===== src/verilog/fetch_pkg.sv =====
`default_nettype none

package fetch_pkg;

    localparam int XLEN = 32;

    // Major opcodes of the control transfer instructions.
    localparam logic [6:0] OP_JAL    = 7'b1101111;
    localparam logic [6:0] OP_BRANCH = 7'b1100011;
    localparam logic [6:0] OP_JALR   = 7'b1100111;

    // Full length view. Immediate bits are scattered over these fields.
    typedef struct packed {
        logic [6:0] imm_hi;   // Bits 31:25.
        logic [4:0] rs2;
        logic [4:0] rs1;
        logic [2:0] funct3;
        logic [4:0] rd;
        logic [6:0] opcode;
    } rvi_fields_t;

    // Compressed view, only the low halfword is meaningful.
    typedef struct packed {
        logic [15:0] unused;
        logic [2:0]  funct3;
        logic        b12;
        logic [4:0]  rs1_rd;
        logic [4:0]  rs2;
        logic [1:0]  quadrant;
    } rvc_fields_t;

    typedef union packed {
        rvi_fields_t rvi;
        rvc_fields_t rvc;
    } inst_word_t;

endpackage

`default_nettype wire


===== src/verilog/icache.sv =====
`timescale 1ns/1ps
`default_nettype none

module icache #(
    parameter int CACHE_LINES = 32
) (
    input  logic                         clk,
    input  logic                         rst,
    input  logic                         lookup,
    input  logic [fetch_pkg::XLEN-1:0]   lookup_addr,
    input  logic                         refill,
    input  logic [fetch_pkg::XLEN-1:0]   refill_addr,
    input  logic [fetch_pkg::XLEN-1:0]   refill_word,
    output logic                         hit,
    output fetch_pkg::inst_word_t        rd_word
);

    localparam int IDX_W = $clog2(CACHE_LINES);

    logic [CACHE_LINES-1:0]     valid;
    logic [fetch_pkg::XLEN-1:0] tag_mem  [CACHE_LINES];
    logic [fetch_pkg::XLEN-1:0] data_mem [CACHE_LINES];

    logic [IDX_W-1:0] rd_idx;
    logic [IDX_W-1:0] wr_idx;

    // Halfword index, bit 0 is always zero.
    assign rd_idx = lookup_addr[IDX_W:1];
    assign wr_idx = refill_addr[IDX_W:1];

    always_ff @(posedge clk) begin
        if (rst) begin
            valid <= '0;
        end else if (refill) begin
            valid[wr_idx] <= 1'b1;
        end
    end

    always_ff @(posedge clk) begin
        if (refill) begin
            tag_mem[wr_idx]  <= refill_addr;
            data_mem[wr_idx] <= refill_word;
        end
    end

    // Result is held until the next lookup.
    always_ff @(posedge clk) begin
        if (rst) begin
            hit <= 1'b0;
        end else if (lookup) begin
            hit <= valid[rd_idx] && (tag_mem[rd_idx] == lookup_addr);
        end
    end

    always_ff @(posedge clk) begin
        if (lookup) begin
            rd_word <= data_mem[rd_idx];
        end
    end

endmodule

`default_nettype wire


===== src/verilog/rvi_predecode.sv =====
`timescale 1ns/1ps
`default_nettype none

module rvi_predecode (
    input  fetch_pkg::inst_word_t       word,
    output logic [fetch_pkg::XLEN-1:0]  offset,
    output logic                        stop
);

    fetch_pkg::rvi_fields_t f;

    logic [fetch_pkg::XLEN-1:0] j_imm;
    logic [fetch_pkg::XLEN-1:0] b_imm;

    assign f = word.rvi;

    // imm[20|10:1|11|19:12] sits in bits 31:12.
    assign j_imm = {{(fetch_pkg::XLEN - 20){f.imm_hi[6]}},
                    f.rs1, f.funct3,
                    f.rs2[0],
                    f.imm_hi[5:0],
                    f.rs2[4:1],
                    1'b0};

    // imm[12|10:5] in bits 31:25, imm[4:1|11] in bits 11:7.
    assign b_imm = {{(fetch_pkg::XLEN - 12){f.imm_hi[6]}},
                    f.rd[0],
                    f.imm_hi[5:0],
                    f.rd[4:1],
                    1'b0};

    always_comb begin
        offset = {{(fetch_pkg::XLEN - 3){1'b0}}, 3'd4};
        stop   = 1'b0;
        case (f.opcode)
            fetch_pkg::OP_JAL: begin
                offset = j_imm;
            end
            fetch_pkg::OP_BRANCH: begin
                offset = b_imm;   // Static taken.
            end
            fetch_pkg::OP_JALR: begin
                stop = 1'b1;      // Target unknown until the backend resolves it.
            end
            default: begin
            end
        endcase
    end

endmodule

`default_nettype wire


===== src/verilog/rvc_predecode.sv =====
`timescale 1ns/1ps
`default_nettype none

module rvc_predecode (
    input  fetch_pkg::inst_word_t       word,
    output logic [fetch_pkg::XLEN-1:0]  offset,
    output logic                        stop
);

    localparam logic [1:0] Q1 = 2'b01;
    localparam logic [1:0] Q2 = 2'b10;

    localparam logic [2:0] F3_JAL  = 3'b001;
    localparam logic [2:0] F3_J    = 3'b101;
    localparam logic [2:0] F3_BEQZ = 3'b110;
    localparam logic [2:0] F3_BNEZ = 3'b111;
    localparam logic [2:0] F3_JR   = 3'b100;

    fetch_pkg::rvc_fields_t f;

    logic [fetch_pkg::XLEN-1:0] cj_imm;
    logic [fetch_pkg::XLEN-1:0] cb_imm;

    assign f = word.rvc;

    // Bits 12:2 carry offset[11|4|9:8|10|6|7|3:1|5].
    assign cj_imm = {{(fetch_pkg::XLEN - 11){f.b12}},
                     f.rs1_rd[1],
                     f.rs1_rd[3:2],
                     f.rs2[4],
                     f.rs1_rd[0],
                     f.rs2[0],
                     f.rs1_rd[4],
                     f.rs2[3:1],
                     1'b0};

    // offset[8|4:3] in bits 12:10, offset[7:6|2:1|5] in bits 6:2.
    assign cb_imm = {{(fetch_pkg::XLEN - 8){f.b12}},
                     f.rs2[4:3],
                     f.rs2[0],
                     f.rs1_rd[4:3],
                     f.rs2[2:1],
                     1'b0};

    always_comb begin
        offset = {{(fetch_pkg::XLEN - 2){1'b0}}, 2'd2};
        stop   = 1'b0;
        if (f.quadrant == Q1) begin
            case (f.funct3)
                F3_JAL, F3_J: begin
                    offset = cj_imm;
                end
                F3_BEQZ, F3_BNEZ: begin
                    offset = cb_imm;
                end
                default: begin
                end
            endcase
        end else if (f.quadrant == Q2 && f.funct3 == F3_JR && f.rs2 == 5'd0) begin
            stop = 1'b1;  // C.JR and C.JALR.
        end
    end

endmodule

`default_nettype wire


===== src/verilog/next_pc_select.sv =====
`timescale 1ns/1ps
`default_nettype none

module next_pc_select (
    input  logic [fetch_pkg::XLEN-1:0]  pc,
    input  fetch_pkg::inst_word_t       word,
    input  logic [fetch_pkg::XLEN-1:0]  rvi_offset,
    input  logic                        rvi_stop,
    input  logic [fetch_pkg::XLEN-1:0]  rvc_offset,
    input  logic                        rvc_stop,
    output logic [fetch_pkg::XLEN-1:0]  pred_pc,
    output logic                        stop,
    output logic                        compressed
);

    logic [fetch_pkg::XLEN-1:0] offset;

    // Low bits 11 mark a full length instruction.
    assign compressed = (word.rvi.opcode[1:0] != 2'b11);

    assign offset  = compressed ? rvc_offset : rvi_offset;
    assign stop    = compressed ? rvc_stop : rvi_stop;
    assign pred_pc = pc + offset;

endmodule

`default_nettype wire


===== src/verilog/fetch_ctrl.sv =====
`timescale 1ns/1ps
`default_nettype none

module fetch_ctrl #(
    parameter logic [fetch_pkg::XLEN-1:0] RESET_PC = '0,
    parameter int                         CREDITS  = 4
) (
    input  logic                         clk,
    input  logic                         rst,
    output logic                         mem_req,
    output logic [fetch_pkg::XLEN-1:0]   mem_addr,
    input  logic                         mem_valid,
    input  logic [fetch_pkg::XLEN-1:0]   mem_data,
    input  logic                         redirect_valid,
    input  logic [fetch_pkg::XLEN-1:0]   redirect_pc,
    input  logic                         credit_return,
    output logic                         lookup,
    output logic [fetch_pkg::XLEN-1:0]   lookup_addr,
    output logic                         refill,
    output logic [fetch_pkg::XLEN-1:0]   refill_addr,
    output logic [fetch_pkg::XLEN-1:0]   refill_word,
    input  logic                         hit,
    input  fetch_pkg::inst_word_t        rd_word,
    input  logic [fetch_pkg::XLEN-1:0]   pred_pc,
    input  logic                         stop,
    input  logic                         compressed,
    output logic                         inst_valid,
    output logic [fetch_pkg::XLEN-1:0]   inst_word,
    output logic [fetch_pkg::XLEN-1:0]   inst_pc,
    output logic [fetch_pkg::XLEN-1:0]   inst_pred_pc,
    output logic                         inst_compressed
);

    localparam int CW = $clog2(CREDITS + 1);

    localparam logic [1:0] S_LOOKUP = 2'd0;
    localparam logic [1:0] S_CHECK  = 2'd1;
    localparam logic [1:0] S_WAIT   = 2'd2;
    localparam logic [1:0] S_STOP   = 2'd3;

    logic [1:0]                 state;
    logic [fetch_pkg::XLEN-1:0] pc;
    logic [fetch_pkg::XLEN-1:0] miss_addr;
    logic [CW-1:0]              credits;
    logic                       stale;    // Reply still due for a dropped miss.
    logic                       issue;
    logic                       miss;

    assign issue = (state == S_CHECK) && hit && (credits != '0) && !redirect_valid;
    assign miss  = (state == S_CHECK) && !hit && !redirect_valid;

    assign lookup      = (state == S_LOOKUP);
    assign lookup_addr = pc;

    // A new request waits until any stale reply has come back.
    assign mem_req     = miss && !stale;
    assign mem_addr    = pc;
    assign refill      = mem_valid;
    assign refill_addr = miss_addr;
    assign refill_word = mem_data;

    assign inst_valid      = issue;
    assign inst_word       = rd_word;
    assign inst_pc         = pc;
    assign inst_pred_pc    = pred_pc;
    assign inst_compressed = compressed;

    always_ff @(posedge clk) begin
        if (rst) begin
            state <= S_LOOKUP;
            pc    <= RESET_PC;
        end else if (redirect_valid) begin
            state <= S_LOOKUP;
            pc    <= redirect_pc;
        end else begin
            case (state)
                S_LOOKUP: begin
                    state <= S_CHECK;
                end
                S_CHECK: begin
                    if (issue) begin
                        if (stop) begin
                            state <= S_STOP;
                        end else begin
                            state <= S_LOOKUP;
                            pc    <= pred_pc;
                        end
                    end else if (miss) begin
                        state <= stale ? S_LOOKUP : S_WAIT;  // Retry while blocked.
                    end
                end
                S_WAIT: begin
                    if (mem_valid) begin
                        state <= S_LOOKUP;
                    end
                end
                default: begin
                end
            endcase
        end
    end

    always_ff @(posedge clk) begin
        if (rst) begin
            stale <= 1'b0;
        end else if (mem_valid) begin
            stale <= 1'b0;
        end else if (redirect_valid && state == S_WAIT) begin
            stale <= 1'b1;
        end
    end

    always_ff @(posedge clk) begin
        if (mem_req) begin
            miss_addr <= pc;
        end
    end

    always_ff @(posedge clk) begin
        if (rst) begin
            credits <= CW'(CREDITS);
        end else if (issue && !credit_return) begin
            credits <= credits - 1'b1;
        end else if (!issue && credit_return && credits != CW'(CREDITS)) begin
            credits <= credits + 1'b1;
        end
    end

endmodule

`default_nettype wire


===== src/verilog/fetch_unit.sv =====
`timescale 1ns/1ps
`default_nettype none

module fetch_unit #(
    parameter logic [fetch_pkg::XLEN-1:0] RESET_PC    = '0,
    parameter int                         CREDITS     = 4,
    parameter int                         CACHE_LINES = 32
) (
    input  logic                         clk,
    input  logic                         rst,
    output logic                         mem_req,
    output logic [fetch_pkg::XLEN-1:0]   mem_addr,
    input  logic                         mem_valid,
    input  logic [fetch_pkg::XLEN-1:0]   mem_data,
    input  logic                         redirect_valid,
    input  logic [fetch_pkg::XLEN-1:0]   redirect_pc,
    input  logic                         credit_return,
    output logic                         inst_valid,
    output logic [fetch_pkg::XLEN-1:0]   inst_word,
    output logic [fetch_pkg::XLEN-1:0]   inst_pc,
    output logic [fetch_pkg::XLEN-1:0]   inst_pred_pc,
    output logic                         inst_compressed
);

    logic                       lookup;
    logic [fetch_pkg::XLEN-1:0] lookup_addr;
    logic                       refill;
    logic [fetch_pkg::XLEN-1:0] refill_addr;
    logic [fetch_pkg::XLEN-1:0] refill_word;
    logic                       hit;
    fetch_pkg::inst_word_t      rd_word;

    logic [fetch_pkg::XLEN-1:0] rvi_offset;
    logic                       rvi_stop;
    logic [fetch_pkg::XLEN-1:0] rvc_offset;
    logic                       rvc_stop;
    logic [fetch_pkg::XLEN-1:0] pred_pc;
    logic                       stop;
    logic                       compressed;

    fetch_ctrl #(
        .RESET_PC (RESET_PC),
        .CREDITS  (CREDITS)
    ) u_ctrl (
        .clk             (clk),
        .rst             (rst),
        .mem_req         (mem_req),
        .mem_addr        (mem_addr),
        .mem_valid       (mem_valid),
        .mem_data        (mem_data),
        .redirect_valid  (redirect_valid),
        .redirect_pc     (redirect_pc),
        .credit_return   (credit_return),
        .lookup          (lookup),
        .lookup_addr     (lookup_addr),
        .refill          (refill),
        .refill_addr     (refill_addr),
        .refill_word     (refill_word),
        .hit             (hit),
        .rd_word         (rd_word),
        .pred_pc         (pred_pc),
        .stop            (stop),
        .compressed      (compressed),
        .inst_valid      (inst_valid),
        .inst_word       (inst_word),
        .inst_pc         (inst_pc),
        .inst_pred_pc    (inst_pred_pc),
        .inst_compressed (inst_compressed)
    );

    icache #(
        .CACHE_LINES (CACHE_LINES)
    ) u_icache (
        .clk         (clk),
        .rst         (rst),
        .lookup      (lookup),
        .lookup_addr (lookup_addr),
        .refill      (refill),
        .refill_addr (refill_addr),
        .refill_word (refill_word),
        .hit         (hit),
        .rd_word     (rd_word)
    );

    // Both decodes run on every word.
    rvi_predecode u_rvi (
        .word   (rd_word),
        .offset (rvi_offset),
        .stop   (rvi_stop)
    );

    rvc_predecode u_rvc (
        .word   (rd_word),
        .offset (rvc_offset),
        .stop   (rvc_stop)
    );

    next_pc_select u_sel (
        .pc         (inst_pc),   // Current fetch PC.
        .word       (rd_word),
        .rvi_offset (rvi_offset),
        .rvi_stop   (rvi_stop),
        .rvc_offset (rvc_offset),
        .rvc_stop   (rvc_stop),
        .pred_pc    (pred_pc),
        .stop       (stop),
        .compressed (compressed)
    );

endmodule

`default_nettype wire


===== config.mk =====
export PLATFORM = sky130hd
export DESIGN_NAME = fetch_unit
export DESIGN_NICKNAME = d
export VERILOG_FILES = /design/src/verilog/fetch_pkg.sv /design/src/verilog/icache.sv /design/src/verilog/rvi_predecode.sv /design/src/verilog/rvc_predecode.sv /design/src/verilog/next_pc_select.sv /design/src/verilog/fetch_ctrl.sv /design/src/verilog/fetch_unit.sv
export SDC_FILE = /design/constraint.sdc
export NUM_CORES = 2
export LEC_CHECK = 0
export ABC_AREA = 1
export BUFFER_PORTS_ARGS = -buffer_cell sky130_fd_sc_hd__buf_2
export CAP_MARGIN = 15
export CORE_ASPECT_RATIO = 1.2
export CORE_MARGIN = 1
export CORE_UTILIZATION = 35
export CTS_BUF_LIST = sky130_fd_sc_hd__clkbuf_8
export DETAILED_ROUTE_END_ITERATION = 8
export GPL_TIMING_DRIVEN = 1
export HOLD_SLACK_MARGIN = 0.12
export PLACE_DENSITY_LB_ADDON = 0.05
export SETUP_SLACK_MARGIN = 0.15
export SKIP_LAST_GASP = 1
export SYNTH_ARGS = -nofsm -noshare
export SYNTH_HDL_FRONTEND = slang
export SYNTH_HIERARCHICAL = 1
export SYNTH_SLANG_ARGS = --single-unit

===== constraint.sdc =====
create_clock -name clk -period 4.2 [get_ports clk]
set_input_delay 0.21 -clock clk [delete_from_list [all_inputs] [get_ports clk]]
set_output_delay 0.21 -clock clk [all_outputs]
set_load 0.05 [all_outputs]

# Yosys cells after proc, flatten, opt, wreduce, memory -nomap -nowiden
# Memories as Yosys holds them, arrays and structs flattened. A register that Yosys moved wholly into a read port is not among the register bits.
# Index checks and enable logic that the tools add are counted.
# op_classes
eq_ne	18
reduce_logical	32
order_cmp	3
n_mux	28
n_bitwise	1
add_sub_neg	3
# op_table
cell	count
$mux 32	6
$pmux 32 s2	2
$add 32x32->32	1
$eq 32x32->1	1
$or 32x32->32	1
$eq 7x7->1 const B	3
$logic_and 1x1->1	14
$eq 3x3->1 const B	4
$lt 5x6->1 const B	2
$mux 2	5
$mux 5	2
$mux 1	8
$reduce_or 2->1	4
$mux 3	2
$ne 2x2->1 const B	3
$pmux 2 s3	1
$reduce_and 3->1	2
$reduce_bool 2->1	3
$reduce_bool 3->1	2
$bmux 1 s5	1
$demux 1 s5	1
$ge 5x1->1 const B	1
$logic_not 1->1	5
$logic_not 5->1	1
other kinds (8)	10
# word_totals
memories	2
register_bits	103
mem_bits_rw	2048
in_bits	69
output_inout_bits	131
wordCells	94
# memory_table
name	depth	word_bits	read_ports	rd_clocked_by_memory_dff	write_ports	line	rtl
u_icache.data_mem	32	32	1	1	1	icache.sv:22	logic [fetch_pkg::XLEN-1:0] data_mem [CACHE_LINES];
u_icache.tag_mem	32	32	1	1	1	icache.sv:21	logic [fetch_pkg::XLEN-1:0] tag_mem [CACHE_LINES];

# Longest topological paths before layout
# depth
depth_word	12
depth_mapped	22
mapped_depth_nobuf	22

# Cells and area by module
# The synthesis kept the hierarchy.
# by_module_without_submodules
mod	area_each_um2	seq_area_each_um2	n_inst	cells_per_inst
icache	83717.8	63120.5	1	6666
fetch_ctrl	4124.0	1721.7	1	503
next_pc_select	2845.2	0.0	1	549
rvc_predecode	506.7	0.0	1	70
rvi_predecode	412.9	0.0	1	69

# Least setup slack after synthesis
# OpenSTA, ideal clock, no wires.
# synth_timing
kind	register to register
start	register u_ctrl.miss_addr, in the netlist u_ctrl/refill_addr[3]
end	memory u_icache/data_mem[31][0] (netlist bit) (enable)
setup_time_ps	488
setup_slack_ps	-233
path_stages_with_launch	5
arrival_time_ps	3946
path_cell_list	edfxtp_1 -> inv_1 -> nor3_1 -> inv_1 -> nor2_1
# synth_rtl
element	line	rtl
from (decl)	fetch_ctrl.sv:43	logic [fetch_pkg::XLEN-1:0] miss_addr;
from (signal assigned)	fetch_ctrl.sv:115	miss_addr <= pc;
to (decl)	icache.sv:22	
# Straight into the memory's write port.

# Worst setup path in the final report
# layout_timing
start	register u_icache/rd_word[1] (netlist bit), read port of u_icache.data_mem
end	output inst_pred_pc[31] (netlist bit)
# layout_between
elab_chain_cells	4
word_cells_on_any_way	8
# layout_lines
element	line	rtl
from (decl)	icache.sv:15	output fetch_pkg::inst_word_t rd_word
$eq 7x7->1	rvi_predecode.sv:35	case (f.opcode)
$pmux 32 s2 *	rvi_predecode.sv:35	
via rvi_offset (one bit)	fetch_unit.sv:33	logic [fetch_pkg::XLEN-1:0] rvi_offset;
$mux 32 *	next_pc_select.sv:21	assign offset = compressed ? rvc_offset : rvi_offset;
$add 32x32->32 *	next_pc_select.sv:23	assign pred_pc = pc + offset;
to (decl)	fetch_unit.sv:21	output logic [fetch_pkg::XLEN-1:0] inst_pred_pc,
# Mark *: on every way through the listed nets, which the timed path passes. The rest lies on a longest branch.

==> results.py <==
metrics = {
    "run_status": {
        "status": "finished clean",
    },
    "final_layout": {
        "stdcell_count": 11900,
        "syn_to_final_growth_pct": 16.1,
        "nFillCells": 24900,
        "nNetsFinal": 8302,
        "drive_gt1_share_pct": 14.8,
        "multiInputGateArea_sq_um": 23400,
        "seq_area_sq_um": 64900,
    },
    "setup_path": {
        "endpoint_kind": "primary output",
        "crit_arrival_ps": 3760,
        "cp-start-kind": "flop",
        "crit_required_ps": 3990,
        "cp_max_fo": 8,
        "crit_chain": "nand2_4 > nor2_4 > nand2_4 > a21boi_4 > buf_6 > mux2_4 > ha_4 > nand2_2 > inv_1 > nand2_2 > nand2_1 > inv_1 > nand2_2 > a21oi_2 > nand2_1 > nand2_2 > nand2_4 > buf_8",
        "timing.critical_path.mode_cell": "nand2_2",
        "slowest_delay_ps": 460,
        "crit_slowest_cell": "edfxtp_1",
        "critPathKind": "flop to primary output",
    },
    "global_routing": {
        "overflow": 0,
        "grt_pass1_vias": 61700,
        "track_usage_pct": 24.6,
        "grt_antenna_before_repair": 15,
        "grt_first_pass_wirelength_microns": 465000,
        "grt_max_degree": 124,
    },
    "place": {
        "hpwlAfterDp_microns": 175000,
        "portBuffers": 199,
        "globalplace.congestion": 0.897,
        "placed_cells": 11000,
    },
    "clock_network": {
        "clk_pin_slew_worst_paths_ps": 70,
        "clockBufferDepth": 4,
        "root_buffer": "clkbuf_8",
        "htree_levels": 5,
        "cts_made_buffers": 382,
        "cts_tree": "done",
        "insertion_delay_ps": 1030,
        "clock-sinks": 2183,
    },
    "synth": {
        "synth_edf_count": 2112,
        "ys_async_sr_fraction_pct": 0,
        "synthMuxAreaShare_pct": 0.381,
        "synth_cells": 7857,
        "ys_seq_elements": 2183,
        "yosysWarnings": 6,
        "yosys-top-cells-count": "edfxtp_1 (2,112), nand2_1 (1,652), nand3_1 (959), nor2_1 (891), o21ai_0 (655)",
        "syn_nets": 7962,
        "synth_top_family_by_area": "simple AND/OR/NAND/NOR gates",
        "yosysMostFrequentCell": "edfxtp_1",
        "yosysTopAreaCellShare_pct": 69.2,
        "synthAdderAreaFrac_pct": 0.508,
        "synthFlopType": "edfxtp_1",
        "ys_top_cells_by_area": "edfxtp_1 (69%), nand2_1 (6.8%), nand3_1 (5.2%)",
        "yosys.cell_types.count": 54,
        "synth_compound_area_share_pct": 6.57,
        "syn_avg_cell_area_sq_um": 11.7,
        "yosysTopAreaCell": "edfxtp_1",
        "synth_xor_area_share_pct": 0.153,
        "yosysSeqAreaShare_pct": 70.8,
        "synth-simple-area-share_pct": 16.4,
        "synth_area_sq_um": 91600,
    },
    "hold_path": {
        "min_path_type": "input pin to flop",
    },
    "timing": {
        "slew_viol_final": 0,
        "period_share_pct": 94.5,
        "setup_violations": 0,
        "max_freq_mhz": 252,
        "hold_violations": 0,
        "holdWs_ps": 268,
        "skew_ps": 70.4,
        "fin_crit_ps": 3970,
        "grt_setup_unrepaired": "yes",
        "tightest_slew_ps": 1090,
        "maxSlewHeadroom_pct": 27.2,
        "fin_setup_tns_ps": 0,
    },
    "floorplan": {
        "design.die.area_sq_um": 264000,
        "ios": 200,
        "start_util_pct": 35.2,
        "row_count": 205,
        "coreArea_sq_um": 260000,
        "die_x_microns": 469,
        "die_h_microns": 562,
    },
    "power_and_ir_drop": {
        "p_sw_share_pct": 29.3,
        "clkPwrFrac_pct": 36.2,
        "combPwrFrac_pct": 14.6,
        "p_int_uw": 35100,
        "p_sw_uw": 14500,
        "power_uw": 49700,
        "power_leakage_uw": 0.0383,
        "peakVddDrop_v": 0.000273,
        "seqPwrFrac_pct": 49.2,
        "powerDensity_nw_per_um2": 467,
    },
    "route": {
        "drt_iter0_markers": 5052,
        "dr.pass1.iters": 5,
        "num_vias": 62800,
        "viasPerCell": 5.27,
        "wl_per_cell_microns": 27.8,
        "drt-total-wl_microns": 331000,
        "drcViolationCount": 0,
        "antenna_left": 0,
    },
    "job": {
        "drv_cap": 0,
    },
}
==> sequential cells by signal (all words and copies together) (netlist names) <==
register,cells
u_ctrl/credits,3
u_icache/rd_word,32
u_icache/tag_mem,1024
u_icache/valid,32
u_icache/hit,1
u_ctrl/refill_addr,32
u_ctrl/stale,1
u_icache/data_mem,1024
u_ctrl/state,2
u_ctrl/inst_pc,32
==> layout by cell type, fill, tap and decap left out, types with 18 or more instances in the layout <==
cell type      synthesis  routed
o21ai_0              655     654
buf_4                235     176
nand2_2               16      57
inv_1                235     363
clkbuf_8               0     391
clkinv_2               0      34
nor2_4                 4      44
o21ai_1               33      33
nand2_1             1652    1579
buf_12                 1     115
dfxtp_1               71      66
buf_2                179     175
dlygate4sd3_1          0     128
nor2_2                 3      18
nor2_1               891     837
nand3_1              959     947
mux2_2                31      21
a21oi_2                6      22
o22ai_1              268     268
nand3_2               15      24
a21oi_1               59      38
clkinv_1               1      93
ha_4                   0      27
o221ai_1              25      25
nand2_4                2      33
edfxtp_1            2112    2112
==> logic make-up after synthesis <==
group / count (synthesis)
xor+xnor: 16
mux: 31
flops: 2183
simple gates: 3588
fa+ha+maj: 36
buf+inv: 912
other cells: 2
compound gates: 1089
==> cell type report <==
type                       instances  area share [%]
sequential                      2183            61.0
multi-input combinational       4765            22.0
timing repair buffer             622            5.76
clock buffer                     391            5.06
tap                             3415            4.02
clock inverter                   286            1.29
inverter                         243           0.911
antenna                           12          0.0282
==> power by group through the flow <==
stage	Clock (uW)	Sequential, uW	Combinational [uW]
after CTS	18500	24500	7070
final	18000	24500	7250
after detailed placement	0	24900	6640
after floorplan	0	24800	4450
after global placement	0	24900	6660
after global routing	19300	24500	7780
==> per-layer routing <==
metal	global-route usage, %	routed length [microns]	vias up	part of all wire, %
met1	31.5	140000	32100	42
met4	8.24	10600	8	3.2
li1	-	-	28400	-
met3	3.23	13700	537	4.1
met2	42.7	167000	1722	50
met5	0	45	-	0.014
==> timing repair <==
item / in CTS / in global routing
buffers inserted: 34 / 18
resized for setup: 155 / 176
gates cloned: 4 / 1
pin swaps: 22 / 53
hold buffers: 128 / 0
setup endpoints to repair: 30 / 58
endpoints found under the hold margin: 1095 / 0
==> path summary, 6_finish.rpt <==
path                       start                         to  slack (ps)  cells after the start
max          u_icache/rd_word[1]           inst_pred_pc[31]         230                     18
min                 mem_data[28]  u_icache/data_mem[29][28]         270                      2
max reg2reg  u_icache/rd_word[3]          u_ctrl/inst_pc[4]         320                     27
min reg2reg    u_icache/valid[6]          u_icache/valid[6]         470                      2
==> worst max-delay path, delay by kind of cell, from the launching register on <==
family | cells | cell delay, ps
AOI/OAI and AO/OA | 2 | 410
muxes | 1 | 170
and+or+nand+nor | 10 | 1020
DFF | 1 | 460
adders and majority gates | 1 | 230
buffers and inverters | 4 | 460
==> metrics by stage <==
| stage | utilization [%] | area, sq um | worst slack, ps |
|---|---|---|---|
| after floorplan | - | 91600 | -229 |
| after global placement | 37.1 | 96500 | 604 |
| after detailed placement | 37.1 | 96500 | 634 |
| after CTS | 40.6 | 105000 | 141 |
| after global routing | 40.9 | 106000 | 41.4 |
| final | 40.9 | 106000 | 232 |
No activity file was read; power rests on OpenSTA's default activity.
